File: src/verilog/exec_cfg.svh
// execute subsystem configuration, data and register-address widths

`ifndef EXEC_CFG_SVH
`define EXEC_CFG_SVH

// integer data path width
`define EXEC_XLEN 32

// architectural register address width (x0..x31)
`define EXEC_REG_AW 5

// per-operand forwarding select width
`define EXEC_FWD_W 2

// shift amount field taken from operand b
`define EXEC_SHAMT_W 5

// link address steps for compressed and full-size instructions
`define EXEC_LINK_STEP_C 2
`define EXEC_LINK_STEP 4

// ALU and branch op encodings are fixed by their enum widths
`define EXEC_UNIT_W 2
`define EXEC_ALU_OP_W 4
`define EXEC_BR_OP_W 3

`endif
File: src/verilog/exec_pkg.sv
// execute subsystem types, op encodings and the bundles passed between stages

`include "exec_cfg.svh"

package exec_pkg;

    typedef enum logic [`EXEC_UNIT_W-1:0] {
        UNIT_NONE   = 2'd0, // no write
        UNIT_ALU    = 2'd1,
        UNIT_BRANCH = 2'd2, // conditional branch, no write
        UNIT_JUMP   = 2'd3  // jal / jalr, writes link
    } unit_e;

    typedef enum logic [`EXEC_ALU_OP_W-1:0] {
        ALU_ADD   = 4'd0,
        ALU_SUB   = 4'd1,
        ALU_AND   = 4'd2,
        ALU_OR    = 4'd3,
        ALU_XOR   = 4'd4,
        ALU_SLL   = 4'd5,
        ALU_SRL   = 4'd6,
        ALU_SRA   = 4'd7,
        ALU_SLT   = 4'd8,
        ALU_SLTU  = 4'd9,
        ALU_LUI   = 4'd10, // passes operand b
        ALU_AUIPC = 4'd11  // pc + operand b
    } alu_op_e;

    typedef enum logic [`EXEC_BR_OP_W-1:0] {
        BR_BEQ  = 3'd0,
        BR_BNE  = 3'd1,
        BR_BLT  = 3'd2,
        BR_BGE  = 3'd3,
        BR_BLTU = 3'd4,
        BR_BGEU = 3'd5,
        BR_JAL  = 3'd6, // target pc + imm
        BR_JALR = 3'd7  // target rs1 + imm, bit 0 cleared
    } br_op_e;

    // value 3 is not named and falls back to the register value
    typedef enum logic [`EXEC_FWD_W-1:0] {
        FWD_REG = 2'd0,
        FWD_WB  = 2'd1,
        FWD_EXT = 2'd2
    } fwd_sel_e;

    typedef struct packed {
        unit_e   unit;
        alu_op_e alu_op;
        br_op_e  br_op;
        logic    use_imm;
        logic    compressed;
    } micro_op_t;

    typedef struct packed {
        micro_op_t               uop;
        logic [`EXEC_REG_AW-1:0] rd_addr;
        logic [`EXEC_XLEN-1:0]   pc;
        logic [`EXEC_XLEN-1:0]   rs1_value;
        logic [`EXEC_XLEN-1:0]   rs2_value;
        logic [`EXEC_XLEN-1:0]   imm;
        fwd_sel_e                fwd_a;
        fwd_sel_e                fwd_b;
    } issue_t;

    typedef struct packed {
        micro_op_t               uop;
        logic [`EXEC_REG_AW-1:0] rd_addr;
        logic [`EXEC_XLEN-1:0]   pc;
        logic [`EXEC_XLEN-1:0]   op_a;
        logic [`EXEC_XLEN-1:0]   op_b;
        logic [`EXEC_XLEN-1:0]   rs2_value; // resolved rs2 for branch compares
        logic [`EXEC_XLEN-1:0]   imm;
    } operands_t;

    typedef struct packed {
        logic [`EXEC_REG_AW-1:0] rd_addr;
        logic [`EXEC_XLEN-1:0]   rd_value;
        logic                    rd_write;
        logic                    br_taken;
        logic [`EXEC_XLEN-1:0]   br_target;
    } wb_t;

endpackage

File: src/verilog/execute_top.sv
// integer execute top, operand stage and execute stage with result forwarding
`timescale 1ns/100ps

`include "exec_cfg.svh"

module execute_top (
    input  logic                  clk_i,
    input  logic                  rst_i,
    input  logic                  valid_i,
    input  exec_pkg::issue_t      issue_i,
    input  logic [`EXEC_XLEN-1:0] ext_fwd_value_i, // e.g. from a memory stage
    output logic                  wb_valid_o,
    output exec_pkg::wb_t         wb_o
);

    logic                op_valid;
    exec_pkg::operands_t operands;

    // stage 1, forwarding and operand b choice
    operand_select u_operand_select (
        .clk_i           (clk_i),
        .rst_i           (rst_i),
        .valid_i         (valid_i),
        .issue_i         (issue_i),
        .wb_value_i      (wb_o.rd_value), // loop back of the registered result
        .ext_fwd_value_i (ext_fwd_value_i),
        .op_valid_o      (op_valid),
        .operands_o      (operands)
    );

    // stage 2, alu / branch and write-back register
    execute_stage u_execute_stage (
        .clk_i      (clk_i),
        .rst_i      (rst_i),
        .op_valid_i (op_valid),
        .operands_i (operands),
        .wb_valid_o (wb_valid_o),
        .wb_o       (wb_o)
    );

endmodule

File: src/verilog/execute_stage.sv
// execute stage, runs ALU and branch unit, selects result and registers write-back
`timescale 1ns/100ps

`include "exec_cfg.svh"

module execute_stage (
    input  logic                clk_i,
    input  logic                rst_i,
    input  logic                op_valid_i,
    input  exec_pkg::operands_t operands_i,
    output logic                wb_valid_o,
    output exec_pkg::wb_t       wb_o
);

    logic [`EXEC_XLEN-1:0] alu_result;
    logic                  br_taken;
    logic [`EXEC_XLEN-1:0] br_target;
    logic [`EXEC_XLEN-1:0] br_link;
    logic                  rd_nonzero;
    exec_pkg::wb_t         wb_d;

    alu u_alu (
        .op_i     (operands_i.uop.alu_op),
        .a_i      (operands_i.op_a),
        .b_i      (operands_i.op_b),
        .pc_i     (operands_i.pc),
        .result_o (alu_result)
    );

    branch_unit u_branch_unit (
        .op_i         (operands_i.uop.br_op),
        .rs1_i        (operands_i.op_a),
        .rs2_i        (operands_i.rs2_value),
        .pc_i         (operands_i.pc),
        .imm_i        (operands_i.imm),
        .compressed_i (operands_i.uop.compressed),
        .taken_o      (br_taken),
        .target_o     (br_target),
        .link_o       (br_link)
    );

    assign rd_nonzero = |operands_i.rd_addr; // x0 is never written

    always_comb begin
        wb_d.rd_addr = operands_i.rd_addr;
        case (operands_i.uop.unit)
            exec_pkg::UNIT_ALU: begin
                wb_d.rd_value  = alu_result;
                wb_d.rd_write  = rd_nonzero;
                wb_d.br_taken  = 1'b0;
                wb_d.br_target = '0;
            end
            exec_pkg::UNIT_BRANCH: begin
                wb_d.rd_value  = '0;
                wb_d.rd_write  = 1'b0;
                wb_d.br_taken  = br_taken;
                wb_d.br_target = br_target;
            end
            exec_pkg::UNIT_JUMP: begin
                wb_d.rd_value  = br_link;
                wb_d.rd_write  = rd_nonzero;
                wb_d.br_taken  = 1'b1;
                wb_d.br_target = br_target;
            end
            default: begin
                wb_d.rd_value  = '0;
                wb_d.rd_write  = 1'b0;
                wb_d.br_taken  = 1'b0;
                wb_d.br_target = '0;
            end
        endcase
    end

    // holds the last completed result, also the forwarding source
    always_ff @(posedge clk_i) begin
        if (rst_i) begin
            wb_valid_o <= 1'b0;
            wb_o       <= '0;
        end else begin
            wb_valid_o <= op_valid_i;
            if (op_valid_i) begin
                wb_o <= wb_d;
            end
        end
    end

endmodule

File: src/verilog/operand_select.sv
// operand stage, resolves forwarding and the immediate choice, registers operands
`timescale 1ns/100ps

`include "exec_cfg.svh"

module operand_select (
    input  logic                  clk_i,
    input  logic                  rst_i,
    input  logic                  valid_i,
    input  exec_pkg::issue_t      issue_i,
    input  logic [`EXEC_XLEN-1:0] wb_value_i,      // last completed result
    input  logic [`EXEC_XLEN-1:0] ext_fwd_value_i,
    output logic                  op_valid_o,
    output exec_pkg::operands_t   operands_o
);

    exec_pkg::operands_t  operands_d;
    logic [`EXEC_XLEN-1:0] rs1_fwd;
    logic [`EXEC_XLEN-1:0] rs2_fwd;

    // three-way forward mux, unknown select keeps the register file value
    function automatic logic [`EXEC_XLEN-1:0] fwd_mux(
        input exec_pkg::fwd_sel_e     sel,
        input logic [`EXEC_XLEN-1:0] reg_val,
        input logic [`EXEC_XLEN-1:0] wb_val,
        input logic [`EXEC_XLEN-1:0] ext_val
    );
        case (sel)
            exec_pkg::FWD_WB:  return wb_val;
            exec_pkg::FWD_EXT: return ext_val;
            default:           return reg_val;
        endcase
    endfunction

    always_comb begin
        rs1_fwd = fwd_mux(issue_i.fwd_a, issue_i.rs1_value, wb_value_i, ext_fwd_value_i);
        rs2_fwd = fwd_mux(issue_i.fwd_b, issue_i.rs2_value, wb_value_i, ext_fwd_value_i);

        operands_d.uop       = issue_i.uop;
        operands_d.rd_addr   = issue_i.rd_addr;
        operands_d.pc        = issue_i.pc;
        operands_d.op_a      = rs1_fwd;
        operands_d.op_b      = issue_i.uop.use_imm ? issue_i.imm : rs2_fwd;
        operands_d.rs2_value = rs2_fwd; // branches compare rs2 even with an imm
        operands_d.imm       = issue_i.imm;
    end

    always_ff @(posedge clk_i) begin
        if (rst_i) begin
            op_valid_o <= 1'b0;
        end else begin
            op_valid_o <= valid_i;
        end
    end

    // operand payload, qualified downstream by op_valid_o
    always_ff @(posedge clk_i) begin
        operands_o <= operands_d;
    end

endmodule

File: src/verilog/branch_unit.sv
// branch unit, evaluates branch conditions and forms jump targets and link address
`timescale 1ns/100ps

`include "exec_cfg.svh"

module branch_unit (
    input  exec_pkg::br_op_e      op_i,
    input  logic [`EXEC_XLEN-1:0] rs1_i,
    input  logic [`EXEC_XLEN-1:0] rs2_i,
    input  logic [`EXEC_XLEN-1:0] pc_i,
    input  logic [`EXEC_XLEN-1:0] imm_i,
    input  logic                  compressed_i,
    output logic                  taken_o,
    output logic [`EXEC_XLEN-1:0] target_o,
    output logic [`EXEC_XLEN-1:0] link_o
);

    logic                  eq;
    logic                  lt_s;
    logic                  lt_u;
    logic [`EXEC_XLEN-1:0] pc_rel;
    logic [`EXEC_XLEN-1:0] reg_rel;

    assign eq      = rs1_i == rs2_i;
    assign lt_s    = $signed(rs1_i) < $signed(rs2_i);
    assign lt_u    = rs1_i < rs2_i;
    assign pc_rel  = pc_i + imm_i;
    assign reg_rel = rs1_i + imm_i;

    always_comb begin
        case (op_i)
            exec_pkg::BR_BEQ:  taken_o = eq;
            exec_pkg::BR_BNE:  taken_o = !eq;
            exec_pkg::BR_BLT:  taken_o = lt_s;
            exec_pkg::BR_BGE:  taken_o = !lt_s;
            exec_pkg::BR_BLTU: taken_o = lt_u;
            exec_pkg::BR_BGEU: taken_o = !lt_u;
            default:           taken_o = 1'b1; // jal and jalr always redirect
        endcase
    end

    // only jalr is register relative
    assign target_o = (op_i == exec_pkg::BR_JALR) ?
                      {reg_rel[`EXEC_XLEN-1:1], 1'b0} : pc_rel;

    // return address skips the current instruction
    assign link_o = pc_i + (compressed_i ? `EXEC_XLEN'(`EXEC_LINK_STEP_C)
                                         : `EXEC_XLEN'(`EXEC_LINK_STEP));

endmodule

File: src/verilog/alu.sv
// integer ALU, arithmetic, logic, shifts, compares, LUI and AUIPC
`timescale 1ns/100ps

`include "exec_cfg.svh"

module alu (
    input  exec_pkg::alu_op_e     op_i,
    input  logic [`EXEC_XLEN-1:0] a_i,
    input  logic [`EXEC_XLEN-1:0] b_i,
    input  logic [`EXEC_XLEN-1:0] pc_i,
    output logic [`EXEC_XLEN-1:0] result_o
);

    logic [`EXEC_SHAMT_W-1:0] shamt;
    logic                     lt_signed;
    logic                     lt_unsigned;

    assign shamt       = b_i[`EXEC_SHAMT_W-1:0]; // only the low bits shift
    assign lt_signed   = $signed(a_i) < $signed(b_i);
    assign lt_unsigned = a_i < b_i;

    always_comb begin
        case (op_i)
            exec_pkg::ALU_ADD: begin
                result_o = a_i + b_i;
            end
            exec_pkg::ALU_SUB: begin
                result_o = a_i - b_i;
            end
            exec_pkg::ALU_AND: begin
                result_o = a_i & b_i;
            end
            exec_pkg::ALU_OR: begin
                result_o = a_i | b_i;
            end
            exec_pkg::ALU_XOR: begin
                result_o = a_i ^ b_i;
            end
            exec_pkg::ALU_SLL: begin
                result_o = a_i << shamt;
            end
            exec_pkg::ALU_SRL: begin
                result_o = a_i >> shamt;
            end
            exec_pkg::ALU_SRA: begin
                // sign bit fills from the left
                result_o = $unsigned($signed(a_i) >>> shamt);
            end
            exec_pkg::ALU_SLT: begin
                result_o = {{(`EXEC_XLEN-1){1'b0}}, lt_signed};
            end
            exec_pkg::ALU_SLTU: begin
                result_o = {{(`EXEC_XLEN-1){1'b0}}, lt_unsigned};
            end
            exec_pkg::ALU_LUI: begin
                result_o = b_i; // decode already shifted the upper imm
            end
            exec_pkg::ALU_AUIPC: begin
                result_o = pc_i + b_i;
            end
            default: begin
                result_o = '0; // unused encodings 12..15
            end
        endcase
    end

endmodule

File: config.mk
export PLATFORM = sky130hd
export DESIGN_NAME = execute_top
export DESIGN_NICKNAME = d
export VERILOG_FILES = /design/src/verilog/exec_pkg.sv /design/src/verilog/execute_top.sv /design/src/verilog/execute_stage.sv /design/src/verilog/operand_select.sv /design/src/verilog/branch_unit.sv /design/src/verilog/alu.sv
export VERILOG_INCLUDE_DIRS = /design/src /design/src/verilog
export SDC_FILE = /design/constraint.sdc
export NUM_CORES = 1
export LEC_CHECK = 0
export BUFFER_PORTS_ARGS = -buffer_cell sky130_fd_sc_hd__buf_2
export CAP_MARGIN = 20
export CORE_ASPECT_RATIO = 0.9
export CORE_MARGIN = 4
export CORE_UTILIZATION = 25
export DETAILED_ROUTE_END_ITERATION = 8
export GPL_TIMING_DRIVEN = 0
export SYNTH_ARGS = -nofsm -noshare
export SYNTH_HDL_FRONTEND = slang
export SYNTH_SLANG_ARGS = --single-unit
File: constraint.sdc
create_clock -name clk_i -period 8.9 [get_ports clk_i]
set_input_delay 0.445 -clock clk_i [delete_from_list [all_inputs] [get_ports clk_i]]
set_output_delay 0.445 -clock clk_i [all_outputs]
set_load 0.01 [all_outputs]
# Word-level counts from Yosys, hierarchy flattened
# Cells that the tools add are included.
# Widths: inputs -> output; s select.
[totals]
rom_bits = 0
memories = 0
out_inout_bits = 72
in_bits = 183
elab_cells = 72
ramBits = 0
regBits = 248
latch_bits = 0
[op_classes]
n_bitwise = 3
n_eq_ne = 25
magnitude_cmp = 4
n_mul = 0
div_mod_pow = 0
mux = 8
shifts = 3
n_addsub = 6
n_reduce_logical = 6
[op_table]
columns = ["operator", "n"]
rows = [
  ["$pmux 32 s12", 1],
  ["$pmux 66 s3", 1],
  ["$add 32x32->32", 4],
  ["$lt 32x32->1", 4],
  ["$pmux 32 s2", 2],
  ["$mux 32", 2],
  ["$add 32x3->32", 1],
  ["$and 32x32->32", 1],
  ["$eq 32x32->1", 1],
  ["$or 32x32->32", 1],
  ["$shl 32x5->32", 1],
  ["$shr 32x5->32", 1],
  ["$sshr 32x5->32", 1],
  ["$sub 32x32->32", 1],
  ["$xor 32x32->32", 1],
  ["$eq 4x3->1 const B", 4],
  ["$eq 4x4->1 const B", 4],
  ["$eq 3x3->1 const B", 3],
  ["$eq 2x2->1 const B", 4],
  ["$eq 4x2->1 const B", 2],
  ["$eq 2x1->1 const B", 3],
  ["$eq 3x2->1 const B", 2],
  ["$pmux 1 s6", 1],
  ["$reduce_or 5->1", 1],
  ["other kinds (6)", 8],
]

# Logic depth before layout (Yosys ltp)
[logic_depth]
word_depth = 4
depth_mapped = 17
mapped_depth_nobuf = 14

# Hierarchy
# From an unflattened synthesis, not the netlist that was laid out.
[hier_totals]
hier_cells = 2858
hier_area_um2 = 23578.9
[by_module_without_submodules]
columns = ["mod", "area_each_um2", "cells_per_inst", "seq_area_each_um2", "instances"]
rows = [
  ["alu", 9521.6, 1329, 0.0, 1],
  ["operand_select", 5650.4, 475, 3543.4, 1],
  ["branch_unit", 5006.1, 710, 0.0, 1],
  ["execute_stage", 3400.8, 344, 1441.4, 1],
]

# Worst setup path after synthesis
# Ideal clock, no wire load.
[synth_timing]
kind = "register to register"
start = "reg u_operand_select.operands_o[172] (netlist name)"
end = "reg, netlist name u_execute_stage.wb_o[52]"
required_time_ns = 8.778
path_buffers = 2
period_less_slack_ns = 3.972
setup_slack_ns = 4.928
setup_ns = 0.122
t_arrival_ns = 3.850
stages_incl_launch_ff = 17
path_cell_list = "dfxtp_1 -> clkbuf_1 -> inv_1 -> nand4_1 -> clkbuf_1 -> mux2_2 -> ha_1 -> fa_1 -> a21o_1 -> and4_1 -> o21ai_1 -> o21ai_1 -> o21ai_1 -> xnor2_1 -> a221oi_1 -> o221ai_1 -> a221o_1"
[synth_via]
elab_chain_cells = 3
word_cells_on_any_way = 14
classes_between = "eq/ne (11); mux (2); reduce/logical (1)"
[synth_rtl]
columns = ["item", "line", "text"]
rows = [
  ["start: declaration", "operand_select.sv:14", "output exec_pkg::operands_t operands_o"],
  ["start signal: assignment", "operand_select.sv:58", "operands_o <= operands_d;"],
  ["$eq 4x4->1 (tied with other cells)", "alu.sv:23", "case (op_i)"],
  ["$pmux 32 s12 (*)", "alu.sv:23", ""],
  ["$pmux 66 s3 (*)", "execute_stage.sv:46", "case (operands_i.uop.unit)"],
]
# Every way passes the cells marked *; elsewhere a longest branch is shown, timed or not.
# A chain may end at the register's enable or synchronous reset.

# Worst setup path in the final report
[layout_timing]
start = "reg u_operand_select.operands_o[170] (netlist name)"
end = "reg, netlist name u_execute_stage.wb_o[59]"
[layout_via]
elab_chain_cells = 3
word_cells_on_any_way = 14
classes_between = "eq/ne (11); mux (2); reduce/logical (1)"
[layout_rtl]
columns = ["item", "line"]
rows = [
  ["$eq 4x4->1 (tied with other cells)", "alu.sv:23"],
  ["$pmux 32 s12 (*)", "alu.sv:23"],
  ["$pmux 66 s3 (*)", "execute_stage.sv:46"],
]
# Marks and branches as above.

==> impl_metrics.csv <==
group,metric,value,unit
grt,grt_use_total,24.0,%
synth,yosys.cell_types.count,89,
routing,drtIter0Drc,3701,
floorplan,num_rows,104,
grt,grt_pass1_wl,167,mm
critical_path,required,9380,ps
critical_path,path_buf_inv,2,
sta,clock.fmax,0.170,GHz
power,switchingPower,1.93,mW
routing,ant_nets,0,
cts,root_buffer,"clkbuf_16",
routing,via_per_inst,5.82,
critical_path,start_kind,"flip-flop",
routing,first_pass_iters,6,
synth,ys_seq_elements,248,
critical_path,cpPeakStageDelay,650,ps
cts,clockBufferDepth,3,
flow_run,maxCapViolations,0,
power,p_seq_share,30.5,%
cells_and_area,layout-drive-gt1-share,15.1,%
power,intPower,2.63,mW
sta,whs,-2.22,ps
cts,cts_resized,0,
synth,async_reset_ff_share,0,%
cts,cts_inserted_buffers,28,
outcome,violations,"hold timing",
cts,hold_buffers,70,
place,place_congestion,1.01,
sta,fin_tns_setup,0,ps
sta,finalSetupViolCount,0,
routing,drc,0,
cells_and_area,n_fill_cell,9668,
critical_path,critPathSlowestCell,"a2111oi_0",
grt,grt_antenna_before_repair,13,
floorplan,die_x,324,um
power,power_density,169,nW/um2
floorplan,dieArea,94700,um2
floorplan,fp.dieH,292,um
sta,finalMaxSlewViolations,0,
sta,rsz0062_at_grt,"no",
synth,yosys_warnings,0,
cells_and_area,multi_input_area,16200,um2
power,p_sw_share,42.3,%
cells_and_area,nets,3565,
synth,ys.flop_type,"dfxtp_1",
cells_and_area,fin_util,30.2,%
cts,cts_tree,"done",
place,io_buffers,253,
power,p_comb_share,42.1,%
cells_and_area,seq_area,4960,um2
critical_path,critPathMostFrequentCell,"a21oi_1",
cts,clkTransAtPathRegs,70,ps
outcome,status,"complete, but fails checks",
routing,drt_wl_total,120,mm
grt,grt_pass1_vias,23200,
synth,synth_nets,3205,
power,ir_drop,0.132,mV
grt,gr-total-overflow,0,
floorplan,start_util,25.2,%
place,dpl.hpwl,97.2,mm
cts,cts.htree.levels,1,
synth,synth_cells,2784,
worst_hold_path,hold_path.class,"primary input to flip-flop",
floorplan,coreArea,89300,um2
synth,ys_seq_area_share,22.1,%
sta,worstMarginPinSlew,1190,ps
synth,synth_area,22500,um2
power,power.leakage,11.5,nW
sta,skew,31.7,ps
synth,syn_area_per_cell,8.07,um2
sta,finalHoldViolCount,1,
critical_path,end_kind,"flip-flop",
cts,post_cts.repair.setup_buffers,0,
critical_path,cp_cell_sequence,"clkbuf_1, nand4_1, clkbuf_1, mux2_2, ha_1, a21oi_1, o21ai_1, a2111oi_0, a22oi_1, a21oi_1, xor2_1, o221ai_1, a21oi_1, o21ai_1",
cts,cts.sinks,248,
synth,synth_edf_count,0,
sta,fin_crit,5870,ps
routing,vias,25200,
sta,relSlewSlack,20.9,%
sta,period_share,66.0,%
cells_and_area,area_growth,19.9,%
floorplan,io-pin-count,255,
critical_path,cp.arrival,6350,ps
critical_path,crit_type,"flip-flop to flip-flop",
grt,grt_max_degree,15,
cts,clk_latency,600,ps
routing,wl_per_cell,27.6,um
critical_path,cp_top_family,"compound AO/OA/AOI/OAI gates",
power,clockPowerShare,27.4,%
critical_path,crit_fanout,10,
[final cells by class]
class,instances,area share (%)
Multi-Input combinational cell,2220,60.1
Clock inverter,13,0.520
Timing Repair Buffer,330,7.53
Antenna cell,3,0.0279
Tap cell,1166,5.42
Clock buffer,38,3.08
Buffer,153,2.60
Sequential cell,248,18.4
Inverter,163,2.27
[power groups by stage]
stage | Combinational, mW | Clock, mW | Sequential, mW
after global routing | 2.03 | 1.30 | 1.39
after detailed placement | 1.80 | 0 | 1.40
after floorplan | 1.21 | 0 | 1.30
after CTS | 1.84 | 1.26 | 1.38
after global placement | 1.81 | 0 | 1.40
final | 1.91 | 1.25 | 1.39
[state kept, by name, indices dropped and copies added, names as in the netlist]
register,count
u_operand_select.op_valid_o,1
u_operand_select.operands_o,175
u_execute_stage.wb_valid_o,1
u_execute_stage.wb_o,71
[final timing paths]
kind / startpoint / end / slack (ps) / cells past startpoint
hold reg to reg: u_execute_stage.wb_o[8]$_SDFFE_PP0P_ / u_execute_stage.wb_o[8]$_SDFFE_PP0P_ / 460 / 2
setup / recovery: u_operand_select.operands_o[170]$_DFF_P_ / u_execute_stage.wb_o[59]$_SDFFE_PP0P_ / 3030 / 14
setup reg to reg: u_operand_select.operands_o[170]$_DFF_P_ / u_execute_stage.wb_o[59]$_SDFFE_PP0P_ / 3030 / 14
hold / removal: issue_i[143] / u_operand_select.operands_o[171]$_DFF_P_ / -2 / 1
[cells in the final DEF (no fill, tap or decap), types with 70 or more instances in the layout]
cell	instances
a21oi_1	195
a22oi_1	97
buf_2	274
clkbuf_1	112
dfxtp_1	248
dlygate4sd3_1	70
ha_1	233
inv_1	158
mux2_2	70
nand2_1	262
nor2_1	221
o21ai_0	193
xnor2_1	83
[cell families (layout without fill, tap and decap cells)]
group / Yosys count / count (layout) / synth area share (%)
compound gates: 887 / 887 / 25.9
xor+xnor: 132 / 132 / 5.15
fa+ha+maj: 238 / 238 / 13.4
buf+inv: 316 / 697 / 5.84
flops: 248 / 248 / 22.1
mux: 179 / 179 / 11.5
other cells: 0 / 3 / 0
simple gates: 784 / 784 / 16.1
[stage by stage]
stage / setup slack [ps] / power, mW / instances / instance area, um2 / hold slack [ps]
final: 3030 / 4.55 / 4334 / 26900 / -2.22
after global placement: 3380 / 3.21 / 4203 / 25200 / 435
after detailed placement: 3400 / 3.20 / 4209 / 25200 / 439
after floorplan: 4930 / 2.52 / 2784 / 22500 / 455
after CTS: 3340 / 4.48 / 4330 / 26900 / 1.41
after global routing: 2910 / 4.72 / 4332 / 26900 / 4.69
[synth_stat cells (all sizes together), types with 6 or more instances]
cell     instances  area, um2
mux4            53       1230
a31oi           24        156
o21bai          22        165
and3            23        144
mux2            72        818
and2            13       81.3
a311oi          10       87.6
nor2           221        830
nand2b          17        106
inv            163        612
mux2i           54        541
a22oi           97        728
o22ai           12       75.1
nor3            65        325
a221o           11        110
xnor2           83        727
o21a            12       90.1
or2             12       75.1
a21boi           6       45.0
buf             42        280
ha             233       2920
a211oi          47        363
or3             25        156
nor4            14       87.6
clkbuf         111        420
dfxtp          248       4960
a2111oi          8       70.1
nand3           51        255
a21o            63        473
nand4           35        219
nand2          262        983
o31ai           16        125
o21ai          219       1100
and4            10       87.6
o2111ai         14        123
o211ai          39        293
nor2b           15       93.8
o221ai          17        149
a21oi          196        985
a221oi          19        173
a211o           11       96.3
xor2            49        429
o41ai            6       52.6
[per-layer routing]
| layer | up-vias | share of wire, % | track usage (%) |
|---|---|---|---|
| met5 | - | 0.037 | 0 |
| met4 | 6 | 3.4 | 7.03 |
| met3 | 259 | 13 | 7.32 |
| met2 | 1723 | 40 | 33.6 |
| met1 | 12200 | 44 | 35.1 |
| li1 | 11000 | - | - |
Note: power is estimated with default switching activity, not from simulation.
